--- config.mk ---
export PLATFORM = sky130hd
export DESIGN_NAME = serial_link_top
export DESIGN_NICKNAME = d
export VERILOG_FILES = /design/src/rtl/mem_layout_pkg.sv /design/src/rtl/link_cfg_pkg.sv /design/src/rtl/serial_link_top.sv /design/src/rtl/beat_receive.sv /design/src/rtl/bus_arbiter.sv /design/src/rtl/beat_transmit.sv
export SDC_FILE = /design/constraint.sdc
export NUM_CORES = 1
export LEC_CHECK = 0
export BUFFER_PORTS_ARGS = -buffer_cell sky130_fd_sc_hd__buf_2
export CAP_MARGIN = 15
export CORE_MARGIN = 5
export CORE_UTILIZATION = 30
export DETAILED_ROUTE_END_ITERATION = 8
export SYNTH_ARGS = -nofsm -noshare
export SYNTH_HDL_FRONTEND = slang
export SYNTH_SLANG_ARGS = --single-unit
--- constraint.sdc ---
create_clock -name clk -period 3.55 [get_ports clk]
set_clock_uncertainty 0.1 [all_clocks]
set_input_delay 0.5325 -clock clk [delete_from_list [all_inputs] [get_ports clk]]
set_output_delay 0.5325 -clock clk [all_outputs]
set_load 0.02 [all_outputs]
--- src/rtl/mem_layout_pkg.sv ---
`default_nettype none

package mem_layout_pkg;

	// low 16 bits of a source 1 word
	typedef logic [15:0] addr_t;

	typedef logic [1:0] region_t;

	localparam int N_REGION = 4;

	// each region runs up to the next base, the last one to 0xFFFF
	localparam addr_t REGION_BASE [N_REGION] = '{
		16'h0000,
		16'h1000,
		16'h4000,
		16'h8000
	};

	// highest region whose base is not above addr
	function automatic region_t addr_to_region(input addr_t addr);
		region_t region;
		region = '0;
		for (int i = 0; i < N_REGION; i++) begin
			if (addr >= REGION_BASE[i]) begin
				region = region_t'(i);
			end
		end
		return region;
	endfunction

endpackage

`default_nettype wire

--- src/rtl/link_cfg_pkg.sv ---
`default_nettype none

package link_cfg_pkg;

	// transmitters sharing the bus
	localparam int N_SRC = 2;

	// source id carried with every beat
	typedef logic [$clog2(N_SRC)-1:0] src_t;

	localparam src_t SRC_RAW = 1'b0;
	localparam src_t SRC_ADDR = 1'b1;

	// default link widths
	localparam int DEF_BUS_WIDTH = 8;
	localparam int DEF_DATA_WIDTH = 32;

	// beats per word, counted on both ends of the bus
	typedef logic [7:0] beat_cnt_t;

endpackage

`default_nettype wire
--- src/rtl/serial_link_top.sv ---
`default_nettype none
`timescale 1ns/10ps

module serial_link_top #(
	parameter int BUS_WIDTH = link_cfg_pkg::DEF_BUS_WIDTH,
	parameter int DATA_WIDTH = link_cfg_pkg::DEF_DATA_WIDTH
) (
	input wire clk,
	input wire rst_n,
	input wire in_req0,
	output logic in_ack0,
	input wire [DATA_WIDTH-1:0] in_data0,
	input wire in_req1,
	output logic in_ack1,
	input wire [DATA_WIDTH-1:0] in_data1,
	output logic out_req,
	input wire out_ack,
	output logic [DATA_WIDTH-1:0] out_data,
	output link_cfg_pkg::src_t out_src
);
	import link_cfg_pkg::*;

	logic [N_SRC-1:0] tx_want;
	logic [N_SRC-1:0] grant;
	logic [N_SRC-1:0] tx_valid;
	logic [N_SRC-1:0] tx_last;
	logic [N_SRC-1:0] tx_ready;
	logic [BUS_WIDTH-1:0] tx_data0;
	logic [BUS_WIDTH-1:0] tx_data1;

	logic bus_valid;
	logic [BUS_WIDTH-1:0] bus_data;
	logic bus_last;
	src_t bus_src;
	logic bus_ready;

	// raw words
	beat_transmit #(.BUS_WIDTH(BUS_WIDTH), .DATA_WIDTH(DATA_WIDTH)) tx_raw (
		.clk(clk),
		.rst_n(rst_n),
		.in_req(in_req0),
		.in_ack(in_ack0),
		.in_data(in_data0),
		.tx_want(tx_want[SRC_RAW]),
		.grant(grant[SRC_RAW]),
		.tx_valid(tx_valid[SRC_RAW]),
		.tx_data(tx_data0),
		.tx_last(tx_last[SRC_RAW]),
		.tx_ready(tx_ready[SRC_RAW])
	);

	// memory addresses
	beat_transmit #(.BUS_WIDTH(BUS_WIDTH), .DATA_WIDTH(DATA_WIDTH)) tx_addr (
		.clk(clk),
		.rst_n(rst_n),
		.in_req(in_req1),
		.in_ack(in_ack1),
		.in_data(in_data1),
		.tx_want(tx_want[SRC_ADDR]),
		.grant(grant[SRC_ADDR]),
		.tx_valid(tx_valid[SRC_ADDR]),
		.tx_data(tx_data1),
		.tx_last(tx_last[SRC_ADDR]),
		.tx_ready(tx_ready[SRC_ADDR])
	);

	bus_arbiter #(.BUS_WIDTH(BUS_WIDTH)) arb (
		.clk(clk),
		.rst_n(rst_n),
		.tx_want(tx_want),
		.grant(grant),
		.tx_valid(tx_valid),
		.tx_data0(tx_data0),
		.tx_data1(tx_data1),
		.tx_last(tx_last),
		.tx_ready(tx_ready),
		.bus_valid(bus_valid),
		.bus_data(bus_data),
		.bus_last(bus_last),
		.bus_src(bus_src),
		.bus_ready(bus_ready)
	);

	beat_receive #(.BUS_WIDTH(BUS_WIDTH), .DATA_WIDTH(DATA_WIDTH)) rx (
		.clk(clk),
		.rst_n(rst_n),
		.bus_valid(bus_valid),
		.bus_data(bus_data),
		.bus_last(bus_last),
		.bus_src(bus_src),
		.bus_ready(bus_ready),
		.out_req(out_req),
		.out_ack(out_ack),
		.out_data(out_data),
		.out_src(out_src)
	);

endmodule

`default_nettype wire

--- src/rtl/beat_receive.sv ---
`default_nettype none
`timescale 1ns/10ps

module beat_receive #(
	parameter int BUS_WIDTH = link_cfg_pkg::DEF_BUS_WIDTH,
	parameter int DATA_WIDTH = link_cfg_pkg::DEF_DATA_WIDTH
) (
	input wire clk,
	input wire rst_n,
	input wire bus_valid,
	input wire [BUS_WIDTH-1:0] bus_data,
	input wire bus_last,
	input wire link_cfg_pkg::src_t bus_src,
	output logic bus_ready,
	output logic out_req,
	input wire out_ack,
	output logic [DATA_WIDTH-1:0] out_data,
	output link_cfg_pkg::src_t out_src
);
	import link_cfg_pkg::*;
	import mem_layout_pkg::*;

	localparam int BEATS = DATA_WIDTH / BUS_WIDTH;
	localparam beat_cnt_t LAST_BEAT = beat_cnt_t'(BEATS - 1);

	typedef enum logic [1:0] {
		collect,
		present,
		wait_drop
	} rx_state_t;

	rx_state_t state;
	beat_cnt_t beat_cnt;
	logic [DATA_WIDTH-1:0] word;
	logic [DATA_WIDTH-1:0] full_word;
	logic [DATA_WIDTH-1:0] result;
	logic beat_in;
	logic word_end;

	// bus held off while a result waits on the output port
	assign bus_ready = (state == collect);
	assign beat_in = bus_valid && bus_ready;

	// bus_last ends the word, the counter also stops a runaway word
	assign word_end = beat_in && (bus_last || beat_cnt == LAST_BEAT);

	// newest beat enters at the top, first beat ends up lowest
	assign full_word = (word >> BUS_WIDTH)
		| (DATA_WIDTH'(bus_data) << (DATA_WIDTH - BUS_WIDTH));

	always_comb begin
		if (bus_src == SRC_ADDR) begin
			result = DATA_WIDTH'(addr_to_region(addr_t'(full_word[15:0])));
		end else begin
			result = full_word;
		end
	end

	always_ff @(posedge clk) begin
		if (!rst_n) begin
			state <= collect;
			out_req <= 1'b0;
			beat_cnt <= '0;
		end else begin
			case (state)
				collect: begin
					if (word_end) begin
						beat_cnt <= '0;
						out_req <= 1'b1;
						state <= present;
					end else if (beat_in) begin
						beat_cnt <= beat_cnt + 1'b1;
					end
				end
				present: begin
					if (out_ack) begin
						out_req <= 1'b0;
						state <= wait_drop;
					end
				end
				wait_drop: begin
					if (!out_ack) begin
						state <= collect;
					end
				end
				default: state <= collect;
			endcase
		end
	end

	always_ff @(posedge clk) begin
		if (beat_in) begin
			word <= full_word;
		end
		if (word_end) begin
			out_data <= result;
			out_src <= bus_src;
		end
	end

endmodule

`default_nettype wire

--- src/rtl/bus_arbiter.sv ---
`default_nettype none
`timescale 1ns/10ps

module bus_arbiter #(
	parameter int BUS_WIDTH = link_cfg_pkg::DEF_BUS_WIDTH
) (
	input wire clk,
	input wire rst_n,
	input wire [link_cfg_pkg::N_SRC-1:0] tx_want,
	output logic [link_cfg_pkg::N_SRC-1:0] grant,
	input wire [link_cfg_pkg::N_SRC-1:0] tx_valid,
	input wire [BUS_WIDTH-1:0] tx_data0,
	input wire [BUS_WIDTH-1:0] tx_data1,
	input wire [link_cfg_pkg::N_SRC-1:0] tx_last,
	output logic [link_cfg_pkg::N_SRC-1:0] tx_ready,
	output logic bus_valid,
	output logic [BUS_WIDTH-1:0] bus_data,
	output logic bus_last,
	output link_cfg_pkg::src_t bus_src,
	input wire bus_ready
);
	import link_cfg_pkg::*;

	logic locked;
	src_t owner;
	logic word_done;
	logic free;
	logic [N_SRC-1:0] want_eff;
	logic [N_SRC-1:0] next_grant;
	src_t pick;

	// owner is the current or most recent grant
	assign bus_src = owner;
	assign bus_valid = grant[owner] && tx_valid[owner];
	assign bus_last = grant[owner] && tx_last[owner];
	assign bus_data = (owner == SRC_ADDR) ? tx_data1 : tx_data0;
	assign tx_ready = grant & {N_SRC{bus_ready}};

	assign word_done = bus_valid && bus_ready && bus_last;
	assign free = !locked || word_done;

	always_comb begin
		// finishing owner still shows a stale want this cycle
		want_eff = word_done ? (tx_want & ~grant) : tx_want;
		if (&want_eff) begin
			pick = src_t'(~owner);
		end else if (want_eff[SRC_ADDR]) begin
			pick = SRC_ADDR;
		end else begin
			pick = SRC_RAW;
		end
		next_grant = '0;
		if (|want_eff) begin
			next_grant[pick] = 1'b1;
		end
	end

	always_ff @(posedge clk) begin
		if (!rst_n) begin
			grant <= '0;
			locked <= 1'b0;
			owner <= SRC_ADDR;
		end else if (free) begin
			grant <= next_grant;
			locked <= |want_eff;
			if (|want_eff) begin
				owner <= pick;
			end
		end
	end

endmodule

`default_nettype wire

--- src/rtl/beat_transmit.sv ---
`default_nettype none
`timescale 1ns/10ps

module beat_transmit #(
	parameter int BUS_WIDTH = link_cfg_pkg::DEF_BUS_WIDTH,
	parameter int DATA_WIDTH = link_cfg_pkg::DEF_DATA_WIDTH
) (
	input wire clk,
	input wire rst_n,
	input wire in_req,
	output logic in_ack,
	input wire [DATA_WIDTH-1:0] in_data,
	output logic tx_want,
	input wire grant,
	output logic tx_valid,
	output logic [BUS_WIDTH-1:0] tx_data,
	output logic tx_last,
	input wire tx_ready
);
	import link_cfg_pkg::*;

	localparam int BEATS = DATA_WIDTH / BUS_WIDTH;
	localparam beat_cnt_t LAST_BEAT = beat_cnt_t'(BEATS - 1);

	typedef enum logic [1:0] {
		idle,
		load,
		send,
		wait_drop
	} tx_state_t;

	tx_state_t state;
	beat_cnt_t beat_cnt;
	logic [DATA_WIDTH-1:0] shift_reg;
	logic take_word;
	logic beat_done;

	// new word only once the previous handshake has fully closed
	assign take_word = (state == idle) && in_req && !in_ack;

	assign tx_valid = (state == send);
	assign tx_data = shift_reg[BUS_WIDTH-1:0];
	assign tx_last = (state == send) && (beat_cnt == LAST_BEAT);
	assign beat_done = tx_valid && tx_ready;

	always_ff @(posedge clk) begin
		if (!rst_n) begin
			state <= idle;
			in_ack <= 1'b0;
			tx_want <= 1'b0;
			beat_cnt <= '0;
		end else begin
			// ack follows req down, may overlap the send
			if (in_ack && !in_req) begin
				in_ack <= 1'b0;
			end
			case (state)
				idle: begin
					if (take_word) begin
						in_ack <= 1'b1;
						tx_want <= 1'b1;
						state <= load;
					end
				end
				load: begin
					beat_cnt <= '0;
					if (grant) begin
						state <= send;
					end
				end
				send: begin
					if (beat_done) begin
						beat_cnt <= beat_cnt + 1'b1;
						if (tx_last) begin
							tx_want <= 1'b0;
							state <= wait_drop;
						end
					end
				end
				wait_drop: begin
					// ack low means req already fell, a raised req is the next word
					if (!in_ack) begin
						state <= idle;
					end
				end
				default: state <= idle;
			endcase
		end
	end

	// lsb beat first
	always_ff @(posedge clk) begin
		if (take_word) begin
			shift_reg <= in_data;
		end else if (beat_done) begin
			shift_reg <= shift_reg >> BUS_WIDTH;
		end
	end

endmodule

`default_nettype wire

* Word-level counts from Yosys, hierarchy flattened
Cells that the tools add are included.
** Storage, ports and cells
- Input port bits :: 69
- Memories kept :: 0
- Word-level logic and storage cells :: 164
- RAM bits :: 0
- Register bits :: 168
- ROM bits :: 0
- Latch bits :: 0
- Output and inout port bits :: 36
** Cells by class
- Divide/modulo/power cells :: 0
- Bitwise logic cells :: 5
- Multiply operators :: 0
- Shift-type cells :: 0
- Equality and inequality tests :: 24
- Reduce and logical (&&, ||, !) cells :: 46
- Add/subtract/negate cells :: 3
- $lt $le $gt $ge :: 6
- Muxes and demuxes :: 60
** Operator list (number)
- two-way mux 32 bit :: 4
- two-way mux 8 bit :: 5
- two-way mux 2 bit :: 18
- OR 24 x 32 -> 32 bit :: 1
- one-hot mux 8 bit (2 select lines) :: 2
- adder 8 x 1 -> 8 bit (second input constant) :: 3
- == test 8 x 2 -> 1 bit (second input constant) :: 3
- two-way mux 1 bit :: 24
- greater-or-equal comparator 16 x 13 -> 1 bit (second input constant) :: 1
- greater-or-equal comparator 16 x 15 -> 1 bit (second input constant) :: 1
- greater-or-equal comparator 16 bit (second input constant) :: 1
- logical AND 1 bit :: 16
- != test 2 bit (second input constant) :: 8
- one-hot mux 2 bit (4 select lines) :: 2
- nonzero test 2 bit :: 8
- == test 2 bit (second input constant) :: 5
- != test 2 x 1 -> 1 bit (second input constant) :: 5
- AND reduction 2 bit :: 5
- AND reduction 5 bit :: 2
- AND reduction 4 bit :: 2
- == test 2 x 1 -> 1 bit (second input constant) :: 3
- logical NOT 2 bit :: 3
- one-hot mux 1 bit (2 select lines) :: 3
- one-hot mux 2 bit (3 select lines) :: 1
- 10 further kinds :: 18

* Depth between registers and ports, before layout
- Word-level depth :: 14
- Depth in mapped cells :: 9
- Depth with buffers taken out :: 8

* Cells and area by module
From an unflattened synthesis, not the netlist that was laid out.
** Second synthesis, totals
- Cell total of the unflattened synthesis :: 515
- Area total of the unflattened synthesis :: 7018.0 um^2
** Modules (own cells, without submodules)
- beat_receive :: seq. area each 1931.9 um^2, times used 1, cells an instance 153, area an instance 2493.6 um^2
- beat_transmit (tx_raw) :: seq. area each 1201.2 um^2, times used 1, cells an instance 160, area an instance 2072.0 um^2
- beat_transmit (tx_addr) :: seq. area each 1201.2 um^2, times used 1, cells an instance 156, area an instance 2050.7 um^2
- bus_arbiter :: seq. area each 80.1 um^2, times used 1, cells an instance 46, area an instance 401.6 um^2

* Worst setup path after synthesis
No wires, ideal clock.
- Path type :: register -> register
- Start :: reg tx_raw.state[0]
- End :: reg tx_raw.shift_reg[0] (enable)
- Clock period less this slack :: 2.523 ns
- Data arrival time :: 2.034 ns
- Buffers on the path :: 2
- Required time :: 3.061 ns
- Stages on the path, launching flop included :: 8
- Setup time :: 0.389 ns
- Slack :: 1.027 ns
- Path through :: dfxtp_1 inv_1 ha_1 inv_1 or2_2 clkbuf_1 clkbuf_1 nand2_1
** On the way
- Word-level cells in the longest chain between the ends :: 4
- Elaborated cells on any way between the ends :: 6
- Those cells by class :: eq/ne (1); reduce/logical (5)
** Ends and longest elaborated chain
- start, declared :: RTL line beat_transmit.sv:32 : tx_state_t state;
- start signal, assigned :: RTL line beat_transmit.sv:48 : state <= idle;
- start signal, assigned :: RTL line beat_transmit.sv:62 : state <= load;
- start signal, assigned :: RTL line beat_transmit.sv:68 : state <= send;
- logical NOT 2 bit :: RTL line beat_transmit.sv:39 : assign take_word = (state == idle) && in_req && !in_ack;
- logical AND 1 bit (2 in series) :: RTL line beat_transmit.sv:39
- nonzero test 2 bit (no line) (*)
- end signal, assigned :: RTL line beat_transmit.sv:94 : shift_reg <= in_data;
- end signal, assigned :: RTL line beat_transmit.sv:96 : shift_reg <= shift_reg >> BUS_WIDTH;
- end, declared :: RTL line beat_transmit.sv:34 : logic [DATA_WIDTH-1:0] shift_reg;
Every way passes the cells marked *; elsewhere a longest branch is shown, timed or not.
A chain may end at the register's enable or synchronous reset.

* Worst setup path after layout
- Start :: reg tx_raw.state[0]
- End :: reg rx.beat_cnt[4]
** On the way
- Word-level cells in the longest chain between the ends :: 9
- Elaborated cells on any way between the ends :: 14
- Those cells by class :: eq/ne (1); mux (5); reduce/logical (8)
** Ends and longest elaborated chain
- == test 2 bit (*) :: RTL line beat_transmit.sv:41, beat_transmit.sv:43
- logical AND 1 bit :: RTL line beat_transmit.sv:43 : assign tx_last = (state == send) && (beat_cnt == LAST_BEAT);
- two-way mux 1 bit (implied by the code) (2 in series) :: RTL line bus_arbiter.sv:35 : assign bus_last = grant[owner] && tx_last[owner];
- logical AND 1 bit :: RTL line bus_arbiter.sv:35
- logical OR 1 bit :: RTL line beat_receive.sv:45 : assign word_end = beat_in && (bus_last || beat_cnt == LAST_BEAT);
- logical AND 1 bit (*) :: RTL line beat_receive.sv:45
- net rx.word_end :: RTL line beat_receive.sv:38 : logic word_end;
- nonzero test 2 bit (no line)
- AND reduction 2 bit (no line)
- end signal, assigned :: RTL line beat_receive.sv:72 : beat_cnt <= beat_cnt + 1'b1;
- end, declared :: RTL line beat_receive.sv:33 : beat_cnt_t beat_cnt;
The timed path passes the listed nets; every way through them passes the cells marked *. The select of a mux whose other input is x is not followed.

==> results.cfg <==
[timing]
tightest_slew_ns = 0.578
tns_ns = 0
finalSetupViolations = 0
rsz0062_at_grt = false
finalCritPeriodShare_pct = 67.9
clock.fmax_mhz = 415
slew_violations = 0
slew_headroom_pct = 61.2
fin_ws_ns = 1.14
min_period_ns = 2.41
hold_violations = 0

[floorplanning]
die_w_um = 161
die-area_mm2 = 0.0259
pin_count = 105
start_util_pct = 30.3
rows = 55
core_area_mm2 = 0.0225
die_y_um = 161

[drt]
drt-pass1-iter-count = 4
ant_nets = 0
top_layer_used = met5
post_drt_wl_per_cell_um = 13.6
vias = 4362
wl_met2_mm = 6.31
wl_mm = 13.5
wl_met3_um = 784
via_per_inst = 4.41
drt_iter0_markers = 268
drcViolationCount = 0
m1WireLength_mm = 6.04

[power]
power-per-cell-area_mw_per_mm2 = 646
clkPwrFrac_pct = 30.1
power_frac_seq_pct = 49.2
comb_power_share_pct = 20.8
ir_drop_mv = 0.344
cellInternalPower_mw = 3.75
switchingPower_mw = 1.52
swShare_pct = 28.8
leakage_nw = 3.25

[synthesis]
ys.flop_type = edfxtp_1
synth.largest_area_cell = edfxtp_1
netlist_area_mm2 = 0.00682
syn-num-nets = 668
synthCells = 587
synth-seq-area-share_pct = 64.7
synthArstFlopShare_pct = 0
yosys_warnings = 0
netlist-cell-type-count = 57
ys_ff_latch = 160
synth_edf_count = 121
synth_top_area_share_pct = 53.3
yosys-top-cells-area = edfxtp_1, dfxtp_1, nand2_1, nor2b_1, nor2_1
synth_area_per_cell_um2 = 11.6

[layout]
fin_nets = 775
multiInputGateArea_mm2 = 0.00224
fillerInstances = 2205
drive_gt1_share_pct = 22.6
seq_area_mm2 = 0.00442
diodes = 0
final_common_cell = nand2_1
layout_common_cells = nand2_1, edfxtp_1, buf_2
design_area_mm2 = 0.00815
final_cells = 990
area_delta_synth_final_pct = 19.5

[placed_design]
gp_congestion = 0.774
placed_cells = 959
pre_cts_ws_ns = 1.12
portBuffers = 104
hpwlAfterDp_mm = 9.38
placed_area_mm2 = 0.00763

[global_route]
grt_start_max_net_pins = 44
antenna_found_initial = 2
gr-total-overflow = 0
grt_pass1_wl_mm = 22.2
first_global_vias = 4387
grt_usage_pct = 10.8

[cts]
numCtsBuffers = 17
cts-root-buf = clkbuf_16
cts_sinks = 160
clock_path_buffers = 2
clk_pin_slew_ns = 0.06
htreeDepth = 4
clk_latency_ns = 0.42
cts_tree = built
post_cts_resized = 0
postCtsHoldBufs = 0
post-cts-setup-buffers = 0

[critical_path]
cp_cell_sequence = inv_1 -> ha_1 -> and3b_1 -> o21ai_4 -> a31oi_4 -> buf_4 -> nand2b_1 -> nor2_1
cp_max_fo = 38
end_kind = flip-flop
cp_data_arrival_time_ns = 2.62
critPathKind = reg2reg
start_kind = flip-flop
slowest_delay_ns = 0.43
crit_slowest_cell = buf_4
crit_required_ns = 3.76

[status]
status = complete, no violations

[hold_path]
worst_hold_path_type = in2reg

[job]
drv_cap = 0
-- stage by stage --
step                hold slack (ns)  utilization [%]  power [mW]
floorplan                     0.318                -        3.45
global placement              0.322             33.9        3.71
detailed placement            0.335             33.9        3.73
CTS                           0.230             36.1        5.32
global route                  0.241             36.2        5.60
finish                        0.250             36.2        5.26
-- cells in the mapped netlist (all sizes together) (2+ instances only) --
| library cell | instances |
|---|---|
| nand2b | 5 |
| dfxtp | 39 |
| xnor2 | 6 |
| ha | 12 |
| nand2 | 163 |
| o21ai | 6 |
| and2 | 19 |
| a221o | 2 |
| o21a | 2 |
| xor2 | 8 |
| nor2b | 30 |
| edfxtp | 121 |
| a211oi | 3 |
| nand4 | 7 |
| inv | 13 |
| a21oi | 17 |
| nor4b | 4 |
| nand3b | 2 |
| buf | 7 |
| or2 | 2 |
| or3 | 2 |
| clkbuf | 16 |
| nor3 | 12 |
| nand4bb | 2 |
| mux2i | 2 |
| nor2 | 42 |
| a21o | 9 |
| and3 | 5 |
| nand3 | 9 |
| a22oi | 4 |
| o211a | 3 |
-- kinds of logic after synthesis --
family          Yosys count  synth area share [%]
buf+inv                  37                  2.53
fa+ha+maj                12                  2.20
compound gates           55                  6.38
simple gates            307                  22.1
mux                       2                 0.294
flops                   160                  64.7
xor+xnor                 14                  1.80
-- metal layers --
metal  up-vias  GRT usage, %
li1       2243             -
met4         4          4.77
met2        99          16.8
met3        24          3.70
met1      1992          13.6
met5         -             0
-- final cells by class --
type | count | share of cell area (%)
Sequential cell | 160 | 54.2
Multi-Input combinational cell | 390 | 27.5
Timing Repair Buffer | 111 | 7.13
Clock buffer | 19 | 5.31
Tap cell | 285 | 4.38
Clock inverter | 11 | 0.845
Inverter | 14 | 0.676
-- power groups by stage --
stage	Clock (mW)	Sequential, mW	Combinational (mW)
floorplan	0	2.60	0.857
global placement	0	2.62	1.08
detailed placement	0	2.63	1.10
CTS	1.62	2.59	1.10
global route	1.72	2.62	1.27
finish	1.58	2.59	1.09
-- final timing paths --
check	cells after the start	from	slack, ns	endpoint
setup / recovery	8	tx_raw.state[0]	1.14	rx.beat_cnt[4]
hold / removal	2	in_req1	0.25	tx_addr.in_ack
setup reg to reg	8	tx_raw.state[0]	1.14	rx.beat_cnt[4]
hold reg to reg	0	rx.word[29]	0.34	rx.word[21]
-- critical path: cells and delay by family (launching register included) --
family          cells  cell delay, ns
compound gates      2            0.30
fa+ha+maj           1            0.40
simple gates        3            0.62
flops               1            0.32
buf+inv             2            0.55
(Power assumes the default switching activity.)
